[src/verilog/trellisPkg.sv]
/*
   Shared definitions for the trellis front end:
   sample and bus widths, register address map,
   DAC source select and quarter-turn rotation enums
*/

`default_nettype none

package trellisPkg;

   // ------------------------------
   // datapath widths
   // ------------------------------
   localparam int sampleWidth    = 18;
   localparam int phaseErrWidth  = 10;
   localparam int phaseCtrlWidth = 8;
   localparam int indexWidth     = 5;

   // zero stream alignment, in symbol enables
   localparam int mfzDelay = 5;

   // ------------------------------
   // wishbone and register map
   // ------------------------------
   localparam int wbAdrWidth  = 12;
   localparam int wbDataWidth = 32;
   localparam int decayWidth  = 8;

   // word addresses
   localparam logic [wbAdrWidth-1:0] regDecayAddr = 12'h040;

   // monitor DAC source, unknown codes fall back to phase error
   typedef enum logic [3:0] {
      dacSelI     = 4'd0,
      dacSelQ     = 4'd1,
      dacSelPhErr = 4'd2,
      dacSelIndex = 4'd3
   } dacSel_t;

   // quarter turns applied to a complex sample
   typedef enum logic [1:0] {
      rot0   = 2'd0,
      rot90  = 2'd1,
      rot180 = 2'd2,
      rot270 = 2'd3
   } rotation_t;

endpackage

`default_nettype wire
[src/verilog/trellisFrontEnd.sv]
/*
   Symbol-rate front end of the SOQPSK trellis demodulator.
   Connects the decay register, the matched-filter rotation bank,
   the phase-error scaler and the monitor DAC mux.
*/

`timescale 1ns/1ps
`default_nettype none

module trellisFrontEnd #(
   parameter int rotBits = 10
) (
   input  wire logic                                   clk,
   input  wire logic                                   arstN,
   input  wire logic                                   symEn,
   // carrier-corrected sample, also the zero-filter stream
   input  wire logic [trellisPkg::sampleWidth-1:0]     iIn,
   input  wire logic [trellisPkg::sampleWidth-1:0]     qIn,
   input  wire logic [trellisPkg::sampleWidth-1:0]     mfmI,
   input  wire logic [trellisPkg::sampleWidth-1:0]     mfmQ,
   input  wire logic [trellisPkg::sampleWidth-1:0]     mfpI,
   input  wire logic [trellisPkg::sampleWidth-1:0]     mfpQ,
   // from the viterbi decoder
   input  wire logic [trellisPkg::phaseErrWidth-1:0]   phaseError,
   input  wire logic [trellisPkg::indexWidth-1:0]      index,
   // wishbone slave
   input  wire logic                                   wbCyc,
   input  wire logic                                   wbStb,
   input  wire logic                                   wbWe,
   input  wire logic [trellisPkg::wbAdrWidth-1:0]      wbAdr,
   input  wire logic [trellisPkg::wbDataWidth-1:0]     wbDatW,
   output logic      [trellisPkg::wbDataWidth-1:0]     wbDatR,
   output logic                                        wbAck,
   output logic      [trellisPkg::decayWidth-1:0]      decayFactor,
   // carrier loop steering
   output logic      [trellisPkg::phaseCtrlWidth-1:0]  phaseCtrl,
   // branch metric inputs, indexed by rotation
   output logic      [3:0][rotBits-1:0]                rotZReal,
   output logic      [3:0][rotBits-1:0]                rotZImag,
   output logic      [3:0][rotBits-1:0]                rotMReal,
   output logic      [3:0][rotBits-1:0]                rotMImag,
   output logic      [3:0][rotBits-1:0]                rotPReal,
   output logic      [3:0][rotBits-1:0]                rotPImag,
   // monitor DACs
   input  wire trellisPkg::dacSel_t                    dac0Select,
   input  wire trellisPkg::dacSel_t                    dac1Select,
   input  wire trellisPkg::dacSel_t                    dac2Select,
   output logic      [trellisPkg::sampleWidth-1:0]     dac0Data,
   output logic      [trellisPkg::sampleWidth-1:0]     dac1Data,
   output logic      [trellisPkg::sampleWidth-1:0]     dac2Data,
   output logic                                        dac0Sync,
   output logic                                        dac1Sync,
   output logic                                        dac2Sync
);

   trellisRegs i_regs (
      .clk         (clk),
      .arstN       (arstN),
      .wbCyc       (wbCyc),
      .wbStb       (wbStb),
      .wbWe        (wbWe),
      .wbAdr       (wbAdr),
      .wbDatW      (wbDatW),
      .wbDatR      (wbDatR),
      .wbAck       (wbAck),
      .decayFactor (decayFactor)
   );

   mfRotator #(
      .rotBits (rotBits)
   ) i_rotator (
      .clk      (clk),
      .arstN    (arstN),
      .symEn    (symEn),
      .iIn      (iIn),
      .qIn      (qIn),
      .mfmI     (mfmI),
      .mfmQ     (mfmQ),
      .mfpI     (mfpI),
      .mfpQ     (mfpQ),
      .rotZReal (rotZReal),
      .rotZImag (rotZImag),
      .rotMReal (rotMReal),
      .rotMImag (rotMImag),
      .rotPReal (rotPReal),
      .rotPImag (rotPImag)
   );

   phaseErrorScaler i_phErr (
      .clk        (clk),
      .arstN      (arstN),
      .symEn      (symEn),
      .phaseError (phaseError),
      .phaseCtrl  (phaseCtrl)
   );

   dacMonitorMux i_dacMux (
      .clk        (clk),
      .arstN      (arstN),
      .symEn      (symEn),
      .iIn        (iIn),
      .qIn        (qIn),
      .phaseCtrl  (phaseCtrl),
      .index      (index),
      .dac0Select (dac0Select),
      .dac1Select (dac1Select),
      .dac2Select (dac2Select),
      .dac0Data   (dac0Data),
      .dac1Data   (dac1Data),
      .dac2Data   (dac2Data),
      .dac0Sync   (dac0Sync),
      .dac1Sync   (dac1Sync),
      .dac2Sync   (dac2Sync)
   );

endmodule

`default_nettype wire

[src/verilog/dacMonitorMux.sv]
/*
   Monitor DAC mux, three registered channels,
   each with its own source select and sync strobe.
*/

`timescale 1ns/1ps
`default_nettype none

module dacMonitorMux (
   input  wire logic                                  clk,
   input  wire logic                                  arstN,
   input  wire logic                                  symEn,
   input  wire logic [trellisPkg::sampleWidth-1:0]    iIn,
   input  wire logic [trellisPkg::sampleWidth-1:0]    qIn,
   input  wire logic [trellisPkg::phaseCtrlWidth-1:0] phaseCtrl,
   input  wire logic [trellisPkg::indexWidth-1:0]     index,
   input  wire trellisPkg::dacSel_t                   dac0Select,
   input  wire trellisPkg::dacSel_t                   dac1Select,
   input  wire trellisPkg::dacSel_t                   dac2Select,
   output logic      [trellisPkg::sampleWidth-1:0]    dac0Data,
   output logic      [trellisPkg::sampleWidth-1:0]    dac1Data,
   output logic      [trellisPkg::sampleWidth-1:0]    dac2Data,
   output logic                                       dac0Sync,
   output logic                                       dac1Sync,
   output logic                                       dac2Sync
);

   localparam int sw = trellisPkg::sampleWidth;

   // source formatted to the DAC word, MSB aligned
   function automatic logic [sw-1:0] dacSource(input trellisPkg::dacSel_t sel);
      case (sel)
         trellisPkg::dacSelI:     dacSource = iIn;
         trellisPkg::dacSelQ:     dacSource = qIn;
         trellisPkg::dacSelIndex: dacSource = {1'b0, index, 12'b0};
         default:                 dacSource = {phaseCtrl, 10'b0};
      endcase
   endfunction

   // data words
   always_ff @(posedge clk) begin
      dac0Data <= dacSource(dac0Select);
      dac1Data <= dacSource(dac1Select);
      dac2Data <= dacSource(dac2Select);
   end

   // symbol-rate strobes, aligned with the data
   always_ff @(posedge clk or negedge arstN) begin
      if (!arstN) begin
         dac0Sync <= 1'b0;
         dac1Sync <= 1'b0;
         dac2Sync <= 1'b0;
      end else begin
         dac0Sync <= symEn;
         dac1Sync <= symEn;
         dac2Sync <= symEn;
      end
   end

endmodule

`default_nettype wire

[src/verilog/phaseErrorScaler.sv]
/*
   Doubling of the decoder phase error with saturation,
   two enabled pipeline stages.
*/

`timescale 1ns/1ps
`default_nettype none

module phaseErrorScaler (
   input  wire logic                                  clk,
   input  wire logic                                  arstN,
   input  wire logic                                  symEn,
   input  wire logic [trellisPkg::phaseErrWidth-1:0]  phaseError,
   output logic      [trellisPkg::phaseCtrlWidth-1:0] phaseCtrl
);

   localparam int ew = trellisPkg::phaseErrWidth;
   localparam int cw = trellisPkg::phaseCtrlWidth;
   // bits that must all match the sign for the shift to fit
   localparam int headBits = ew - cw + 2;

   localparam logic [cw-1:0] maxPos = {1'b0, {(cw-1){1'b1}}};
   localparam logic [cw-1:0] maxNeg = {1'b1, {(cw-2){1'b0}}, 1'b1};

   logic [headBits-1:0] head;
   logic [cw-1:0]       dataBits;
   logic                satPos;
   logic                satNeg;

   assign head = phaseError[ew-1 -: headBits];

   always_ff @(posedge clk or negedge arstN) begin
      if (!arstN) begin
         dataBits  <= '0;
         satPos    <= 1'b0;
         satNeg    <= 1'b0;
         phaseCtrl <= '0;
      end else if (symEn) begin
         // stage 1, shift and overflow flags
         dataBits <= {phaseError[cw-2:0], 1'b0};
         satPos   <= !head[headBits-1] && (|head);
         satNeg   <= head[headBits-1] && !(&head);
         // stage 2, clamp symmetric around zero
         if (satPos) begin
            phaseCtrl <= maxPos;
         end else if (satNeg) begin
            phaseCtrl <= maxNeg;
         end else begin
            phaseCtrl <= dataBits;
         end
      end
   end

endmodule

`default_nettype wire

[src/verilog/mfRotator.sv]
/*
   Matched-filter rotation bank.
   Zero stream alignment delay and halving, scaling of the
   minus and plus streams, four quarter-turn rotations of each.
*/

`timescale 1ns/1ps
`default_nettype none

module mfRotator #(
   parameter int rotBits = 10
) (
   input  wire logic                               clk,
   input  wire logic                               arstN,
   input  wire logic                               symEn,
   input  wire logic [trellisPkg::sampleWidth-1:0] iIn,
   input  wire logic [trellisPkg::sampleWidth-1:0] qIn,
   input  wire logic [trellisPkg::sampleWidth-1:0] mfmI,
   input  wire logic [trellisPkg::sampleWidth-1:0] mfmQ,
   input  wire logic [trellisPkg::sampleWidth-1:0] mfpI,
   input  wire logic [trellisPkg::sampleWidth-1:0] mfpQ,
   output logic      [3:0][rotBits-1:0]            rotZReal,
   output logic      [3:0][rotBits-1:0]            rotZImag,
   output logic      [3:0][rotBits-1:0]            rotMReal,
   output logic      [3:0][rotBits-1:0]            rotMImag,
   output logic      [3:0][rotBits-1:0]            rotPReal,
   output logic      [3:0][rotBits-1:0]            rotPImag
);

   localparam int sw    = trellisPkg::sampleWidth;
   localparam int depth = trellisPkg::mfzDelay;

   // alignment shift registers, newest sample at index 0
   logic [depth-1:0][sw-1:0] zDlyI;
   logic [depth-1:0][sw-1:0] zDlyQ;

   logic [sw-1:0]      mfzI;
   logic [sw-1:0]      mfzQ;
   logic [rotBits-1:0] zRe;
   logic [rotBits-1:0] zIm;
   logic [rotBits-1:0] mRe;
   logic [rotBits-1:0] mIm;
   logic [rotBits-1:0] pRe;
   logic [rotBits-1:0] pIm;

   // returns {real, imag} of (re, im) turned by rot
   function automatic logic [2*rotBits-1:0] rotate(
      input logic [rotBits-1:0]   re,
      input logic [rotBits-1:0]   im,
      input trellisPkg::rotation_t rot
   );
      case (rot)
         trellisPkg::rot0:   rotate = {re, im};
         trellisPkg::rot90:  rotate = {im, -re};
         trellisPkg::rot180: rotate = {-re, -im};
         default:            rotate = {-im, re};
      endcase
   endfunction

   // ------------------------------
   // zero stream alignment
   // ------------------------------

   always_ff @(posedge clk or negedge arstN) begin
      if (!arstN) begin
         zDlyI <= '0;
         zDlyQ <= '0;
      end else if (symEn) begin
         zDlyI <= {zDlyI[depth-2:0], iIn};
         zDlyQ <= {zDlyQ[depth-2:0], qIn};
      end
   end

   assign mfzI = zDlyI[depth-1];
   assign mfzQ = zDlyQ[depth-1];

   // ------------------------------
   // scaling
   // ------------------------------

   // zero stream halved, the other two keep full scale
   assign zRe = {mfzI[sw-1], mfzI[sw-1 -: rotBits-1]};
   assign zIm = {mfzQ[sw-1], mfzQ[sw-1 -: rotBits-1]};

   assign mRe = mfmI[sw-1 -: rotBits];
   assign mIm = mfmQ[sw-1 -: rotBits];
   assign pRe = mfpI[sw-1 -: rotBits];
   assign pIm = mfpQ[sw-1 -: rotBits];

   // ------------------------------
   // rotation registers
   // ------------------------------

   // all 24 words update together on the symbol enable
   always_ff @(posedge clk or negedge arstN) begin
      if (!arstN) begin
         rotZReal <= '0;
         rotZImag <= '0;
         rotMReal <= '0;
         rotMImag <= '0;
         rotPReal <= '0;
         rotPImag <= '0;
      end else if (symEn) begin
         for (int r = 0; r < 4; r++) begin
            {rotZReal[r], rotZImag[r]} <= rotate(zRe, zIm, trellisPkg::rotation_t'(r));
            {rotMReal[r], rotMImag[r]} <= rotate(mRe, mIm, trellisPkg::rotation_t'(r));
            {rotPReal[r], rotPImag[r]} <= rotate(pRe, pIm, trellisPkg::rotation_t'(r));
         end
      end
   end

endmodule

`default_nettype wire

[src/verilog/trellisRegs.sv]
/*
   Wishbone classic slave for the trellis registers.
   Address decode, decay-factor register, single-clock ack.
*/

`timescale 1ns/1ps
`default_nettype none

module trellisRegs (
   input  wire logic                                clk,
   input  wire logic                                arstN,
   input  wire logic                                wbCyc,
   input  wire logic                                wbStb,
   input  wire logic                                wbWe,
   input  wire logic [trellisPkg::wbAdrWidth-1:0]   wbAdr,
   input  wire logic [trellisPkg::wbDataWidth-1:0]  wbDatW,
   output logic      [trellisPkg::wbDataWidth-1:0]  wbDatR,
   output logic                                     wbAck,
   output logic      [trellisPkg::decayWidth-1:0]   decayFactor
);

   logic busReq;
   logic decayHit;
   logic accept;

   // ------------------------------
   // bus handshake
   // ------------------------------

   assign busReq = wbCyc && wbStb;

   // one ack per cycle, never back to back
   assign accept = busReq && !wbAck;

   always_ff @(posedge clk or negedge arstN) begin
      if (!arstN) begin
         wbAck <= 1'b0;
      end else begin
         wbAck <= accept;
      end
   end

   // ------------------------------
   // decode and registers
   // ------------------------------

   assign decayHit = (wbAdr == trellisPkg::regDecayAddr);

   // write lands on the clock that raises the ack
   always_ff @(posedge clk or negedge arstN) begin
      if (!arstN) begin
         decayFactor <= '0;
      end else if (accept && wbWe && decayHit) begin
         decayFactor <= wbDatW[trellisPkg::decayWidth-1:0];
      end
   end

   // address is held by the master until ack, so readback
   // straight from the decode is stable while ack is high
   always_comb begin
      wbDatR = '0;
      if (decayHit) begin
         wbDatR[trellisPkg::decayWidth-1:0] = decayFactor;
      end
   end

endmodule

`default_nettype wire

[config.mk]
export PLATFORM = sky130hd
export DESIGN_NAME = trellisFrontEnd
export DESIGN_NICKNAME = d
export VERILOG_FILES = /design/src/verilog/trellisPkg.sv /design/src/verilog/trellisFrontEnd.sv /design/src/verilog/dacMonitorMux.sv /design/src/verilog/phaseErrorScaler.sv /design/src/verilog/mfRotator.sv /design/src/verilog/trellisRegs.sv
export SDC_FILE = /design/constraint.sdc
export NUM_CORES = 1
export LEC_CHECK = 0
export BUFFER_PORTS_ARGS = -buffer_cell sky130_fd_sc_hd__buf_2
export CAP_MARGIN = 10
export CORE_AREA = 2 2 208 210
export DETAILED_ROUTE_END_ITERATION = 10
export DIE_AREA = 0 0 210 212
export PLACE_DENSITY = 0.66
export SLEW_MARGIN = 10
export SYNTH_ARGS = -nofsm -noshare
export SYNTH_HDL_FRONTEND = slang
export SYNTH_SLANG_ARGS = --single-unit
[constraint.sdc]
create_clock -name clk -period 1.95 [get_ports clk]
set_clock_uncertainty 0.15 [all_clocks]
set_input_delay 0.195 -clock clk [delete_from_list [all_inputs] [get_ports clk]]
set_output_delay 0.195 -clock clk [all_outputs]
set_load 0.05 [all_outputs]
---- Word level (Yosys, flattened, before mapping) ----
Index checks and enable logic that the tools add are counted.
word-level totals
  flip-flop bits (word level) ............. 379
  logic and storage cells ................. 65
  output and inout port bits .............. 346
  input port bits ......................... 185
operators by class
  muxes and demuxes ....................... 6
  reduce and logical (&&, ||, !) cells .... 14
  eq/ne operators ......................... 7
  add/subtract/negate cells ............... 6
operator list
  kind                                                              number
  18-bit case mux with 3 select lines                               3
  10-bit negator                                                    6
  8-bit 2-to-1 mux                                                  3
  12-bit by 7-bit == test with 1-bit output, second input constant  1
  4-bit by 1-bit == test with 1-bit output, second input constant   3
  4-bit by 2-bit == test with 1-bit output, second input constant   3
  4-bit logical NOT                                                 3
  1-bit logical AND                                                 6
  4-bit AND reduction                                               1
  4-bit OR reduction                                                1
  1-bit logical NOT                                                 3

---- Longest topological paths before layout ----
  depth after elaboration ................. 4
  mapped depth ............................ 6
  depth with buffers taken out ............ 6

---- By module ----
Synthesis repeated with hierarchy kept, for this count alone.
second synthesis, totals
  cell total of the unflattened synthesis .. 1091
  area total of the unflattened synthesis .. 13105.1 um2
by module, submodules not included
  module            seq. area each (um2)  area each (um2)  cells an instance  times used
  mfRotator         5054.8                9372.7           744                1
  dacMonitorMux     1106.1                2392.3           231                1
  phaseErrorScaler  425.4                 715.7            58                 1
  trellisRegs       225.2                 624.3            58                 1

---- Least setup slack after synthesis ----
OpenSTA, ideal clock, no wires.
  kind .................................... register -> register
  start point ............................. register i_rotator.zDlyI, in the netlist i_rotator.mfzI[10]
  end point ............................... register i_rotator.rotZReal[27] in the netlist's numbering
  slack ................................... -0.059 ns
  period minus slack after synthesis ...... 2.009 ns
  arrival ................................. 1.734 ns
  stages on the path, launching flop included .. 5
  library setup time ...................... 0.125 ns
  path buffers ............................ 0
  data required time ...................... 1.675 ns
  cell sequence ........................... dfrtp_1 > or4_4 > or4_4 > xor2_1 > mux2_4
between the ends
  longest elaborated chain between the ends .. 1
ends and longest elaborated chain
  element                        line              RTL
  start, declared                mfRotator.sv:34   logic [depth-1:0][sw-1:0] zDlyI;
  start signal, assigned         mfRotator.sv:69   zDlyI <= {zDlyI[depth-2:0], iIn};
  10-bit negator                 mfRotator.sv:55   trellisPkg::rot180: rotate = {-re, -im};
  end signal, assigned by index  mfRotator.sv:105  {rotZReal[r], rotZImag[r]} <= rotate(zRe, zIm, trellisPkg::rotation_t'(r));
  end, declared                  mfRotator.sv:22   output logic [3:0][rotBits-1:0] rotZReal,
No other way between the ends.
A chain may end at the register's enable or synchronous reset.

---- Final worst setup path ----
Ends and elaborated chain as after synthesis.

==> flow_summary.json <==
{
  "status": "finished, violations left",
  "violations": "negative setup slack",
  "critical_path.endpoint_type": "register",
  "grt_max_degree": 62,
  "setup_slack_ns": -0.08490,
  "ir_worst_vdd_mv": 0.6921,
  "n_antenna_cell": 0,
  "cts.path.max_buffers": 3,
  "dr_total_vias": 9747,
  "syn_area_per_cell_um2": 11.82,
  "layout_min_cycle_time_ns": 2.035,
  "hold_ws_ns": 0.03831,
  "antenna_found_initial": 0,
  "initial_core_util_pct": 30.34,
  "htreeDepth": 2,
  "drt_iter0_drc": 424,
  "cp_max_fo": 3,
  "final-max-slew-violation-count": 0,
  "port_buffers": 450,
  "finalSetupTns_ns": -0.08490,
  "rr_startpoint": "i_rotator.mfzI[10]$_DFFE_PN0P_",
  "critPathLaunch": "i_rotator.mfzI[10]$_DFFE_PN0P_",
  "power_density_nw_per_um2": 1236,
  "pin_count": 531,
  "p_total_mw": 21.59,
  "syn_inst": 1091,
  "track_usage_pct": 15.12,
  "grt_pass1_vias": 9679,
  "clock_sinks": 283,
  "synth_area_um2": 12900,
  "maxCapViolations": 0,
  "synth_flop_cell": "dfrtp_1",
  "synth_warnings": 0,
  "placed_area_um2": 14960,
  "core_area_um2": 42510,
  "reg2reg_depth": 4,
  "pre_cts_ws_ns": -0.08265,
  "ys_types": 46,
  "rows": 76,
  "tightest_slew_ns": 0.5422,
  "gr-total-overflow": 0,
  "cts_tree": "done",
  "period_share_pct": 104.4,
  "crit_type": "reg -> reg",
  "cts_buffers": 34,
  "drive_gt1_share_pct": 47.64,
  "area_growth_pct": 35.46,
  "wire_per_inst_um": 16.40,
  "clk_pin_slew_worst_paths_ns": 0.06,
  "crit_required_ns": 2.22,
  "cts_setup_buffers": 0,
  "drc": 0,
  "mostFrequentLayoutCell": "buf_2",
  "setup_violations": 1,
  "die_w_um": 210,
  "final_antenna_net_count": 0,
  "ctsRootBufferMaster": "clkbuf_16",
  "routed_wl_um": 35060,
  "numPlacedInstances": 1943,
  "die-area_um2": 44520,
  "max_clock_freq_ghz": 0.4914,
  "hpwl_um": 24520,
  "power.leakage_nw": 8.224,
  "crit_end": "i_rotator.rotZReal[27]$_DFFE_PN0P_",
  "critical_path_arrival_ns": 2.31,
  "hold_viol_final": 0,
  "synth_seq_cells": 283,
  "worstHoldPathType": "in -> async",
  "rrSetupSlack_ns": -0.08,
  "gp_congestion": 0.8622,
  "final_area_um2": 17470,
  "final_cell_mix": "447 x buf_2, 229 x dfrtp_1, 206 x mux2_2",
  "final_cells": 2137,
  "nNetsFinal": 1756,
  "rsz0062_at_grt": "true",
  "start_kind": "register",
  "firstDrtPassIters": 5,
  "utilization_pct": 41.10,
  "r2r-end": "i_rotator.rotZReal[27]$_DFFE_PN0P_",
  "die_y_um": 212,
  "clock_latency_ns": 0.54,
  "ys_seq_area_share_pct": 52.81,
  "synth_edf_count": 0,
  "grt_pass1_wl_um": 53290,
  "async_reset_ff_share_pct": 80.92,
  "vias_per_cell": 4.561,
  "relSlewSlack_pct": 63.77
}
registers in the layout (all words and copies together), names as in the netlist:
register / flops
i_rotator.rotZReal: 36
i_phErr.satPos: 1
i_rotator.mfzI: 9
i_rotator.zDlyI: 36
i_rotator.mfzQ: 9
i_regs.decayFactor: 8
i_dacMux.dac2Data: 18
i_phErr.satNeg: 1
i_dacMux.dac0Data: 18
i_phErr.phaseCtrl: 8
i_phErr.dataBits: 7
i_rotator.rotMReal: 38
i_dacMux.dac1Data: 18
i_regs.wbAck: 1
i_rotator.zDlyQ: 36
i_rotator.rotPReal: 38
i_dacMux.dac0Sync: 1
critical path, cell delays in order, from the launching register on:
cell,delay [ns]
dfrtp_1,0.39
or4_4,0.53
or4_4,0.43
xor2_1,0.16
mux2_4,0.26
cell type report:
class                           instances  area [um^2]
Tap cell                              546        683.2
Multi-Input combinational cell        612         4791
Clock buffer                           50         1032
Inverter                               19        71.32
Timing Repair Buffer                  615         3944
Sequential cell                       283         6812
Fill cell                            4046        25040
Clock inverter                         12        137.6
power breakdown:
part / leakage, nW / internal [mW] / switching, mW
clock network: 0.582 / 3.87 / 2.64
registers: 3.15 / 6.82 / 0.798
logic: 4.49 / 2.05 / 5.42
synth_stat cells, types with 3 or more instances:
library cell	number	share of area [%]
a221oi_1	3	0.20
clkbuf_1	41	1.2
buf_1	4	0.12
nor4_1	8	0.39
buf_4	154	9.0
a22oi_1	7	0.41
o2bb2ai_1	5	0.34
ha_1	6	0.58
dfxtp_1	54	8.4
dfrtp_1	229	44
nand2_1	42	1.2
nand3_1	10	0.39
nand3b_1	4	0.23
xnor2_1	16	1.1
and2_1	8	0.39
a21oi_1	40	1.6
inv_1	19	0.55
a21o_1	7	0.41
nor3_1	15	0.58
o21ai_0	29	1.1
nor2_1	75	2.2
or4_1	3	0.17
mux2i_1	36	2.8
or3_1	3	0.15
mux2_2	206	18
nand2b_1	6	0.29
xor2_1	26	1.8
nor3b_1	5	0.29
a31oi_1	3	0.15
nand4_1	3	0.15
o31ai_1	5	0.29
routing by layer:
metal / part of all wire, % / up-vias / GRT usage, % / wire length (um)
met3: 5.6 / 88 / 3.264 / 1971
met4: 2.7 / 0 / 5.136 / 931
met2: 49 / 368 / 25.51 / 17200
met1: 43 / 4766 / 19.27 / 14950
met5: 0 / - / 0 / 0
li1: - / 4525 / - / -
cell families (layout without fill, tap and decap cells):
logic type               Yosys count  after routing  share of synthesized area, %
AO/OA/AOI/OAI                    105            105                         4.831
XOR/XNOR                          42             42                         2.852
adder cells (fa/ha/maj)            6              6                        0.5821
buffers and inverters            219            696                         10.87
flip-flops                       283            283                         52.81
multiplexers                     243            243                         20.90
other                              1             24                       0.02908
AND/OR/NAND/NOR                  192            192                         7.131
how the worst min path moves through the flow:
| stage | start | depth (start not counted) | endpoint | slack [ns] |
|---|---|---|---|---|
| 2_1_floorplan | arstN | 0 | i_dacMux.dac0Sync$_DFF_PN0_ | -0.25 |
| 3_3_place_gp | arstN | 1 | i_rotator.rotPReal[5]$_DFFE_PN0P_ | 0.02 |
| 3_5_place_dp | arstN | 1 | i_rotator.rotPReal[8]$_DFFE_PN0P_ | 0.02 |
| 4_1_cts | phaseError[7] | 4 | i_phErr.satPos$_DFFE_PN0P_ | 0.003 |
| 5_1_grt | phaseError[7] | 4 | i_phErr.satPos$_DFFE_PN0P_ | 0.03 |
| 6_report | arstN | 2 | i_rotator.rotPReal[4]$_DFFE_PN0P_ | 0.04 |
repair_timing:
item | CTS | global route
resized for setup | 2 | 7
endpoints found under the setup margin | 3 | 11
hold buffers | 132 | 0
pin swaps | 0 | 1
endpoints found under the hold margin | 418 | 0
Power figures use the tool's default switching activity.
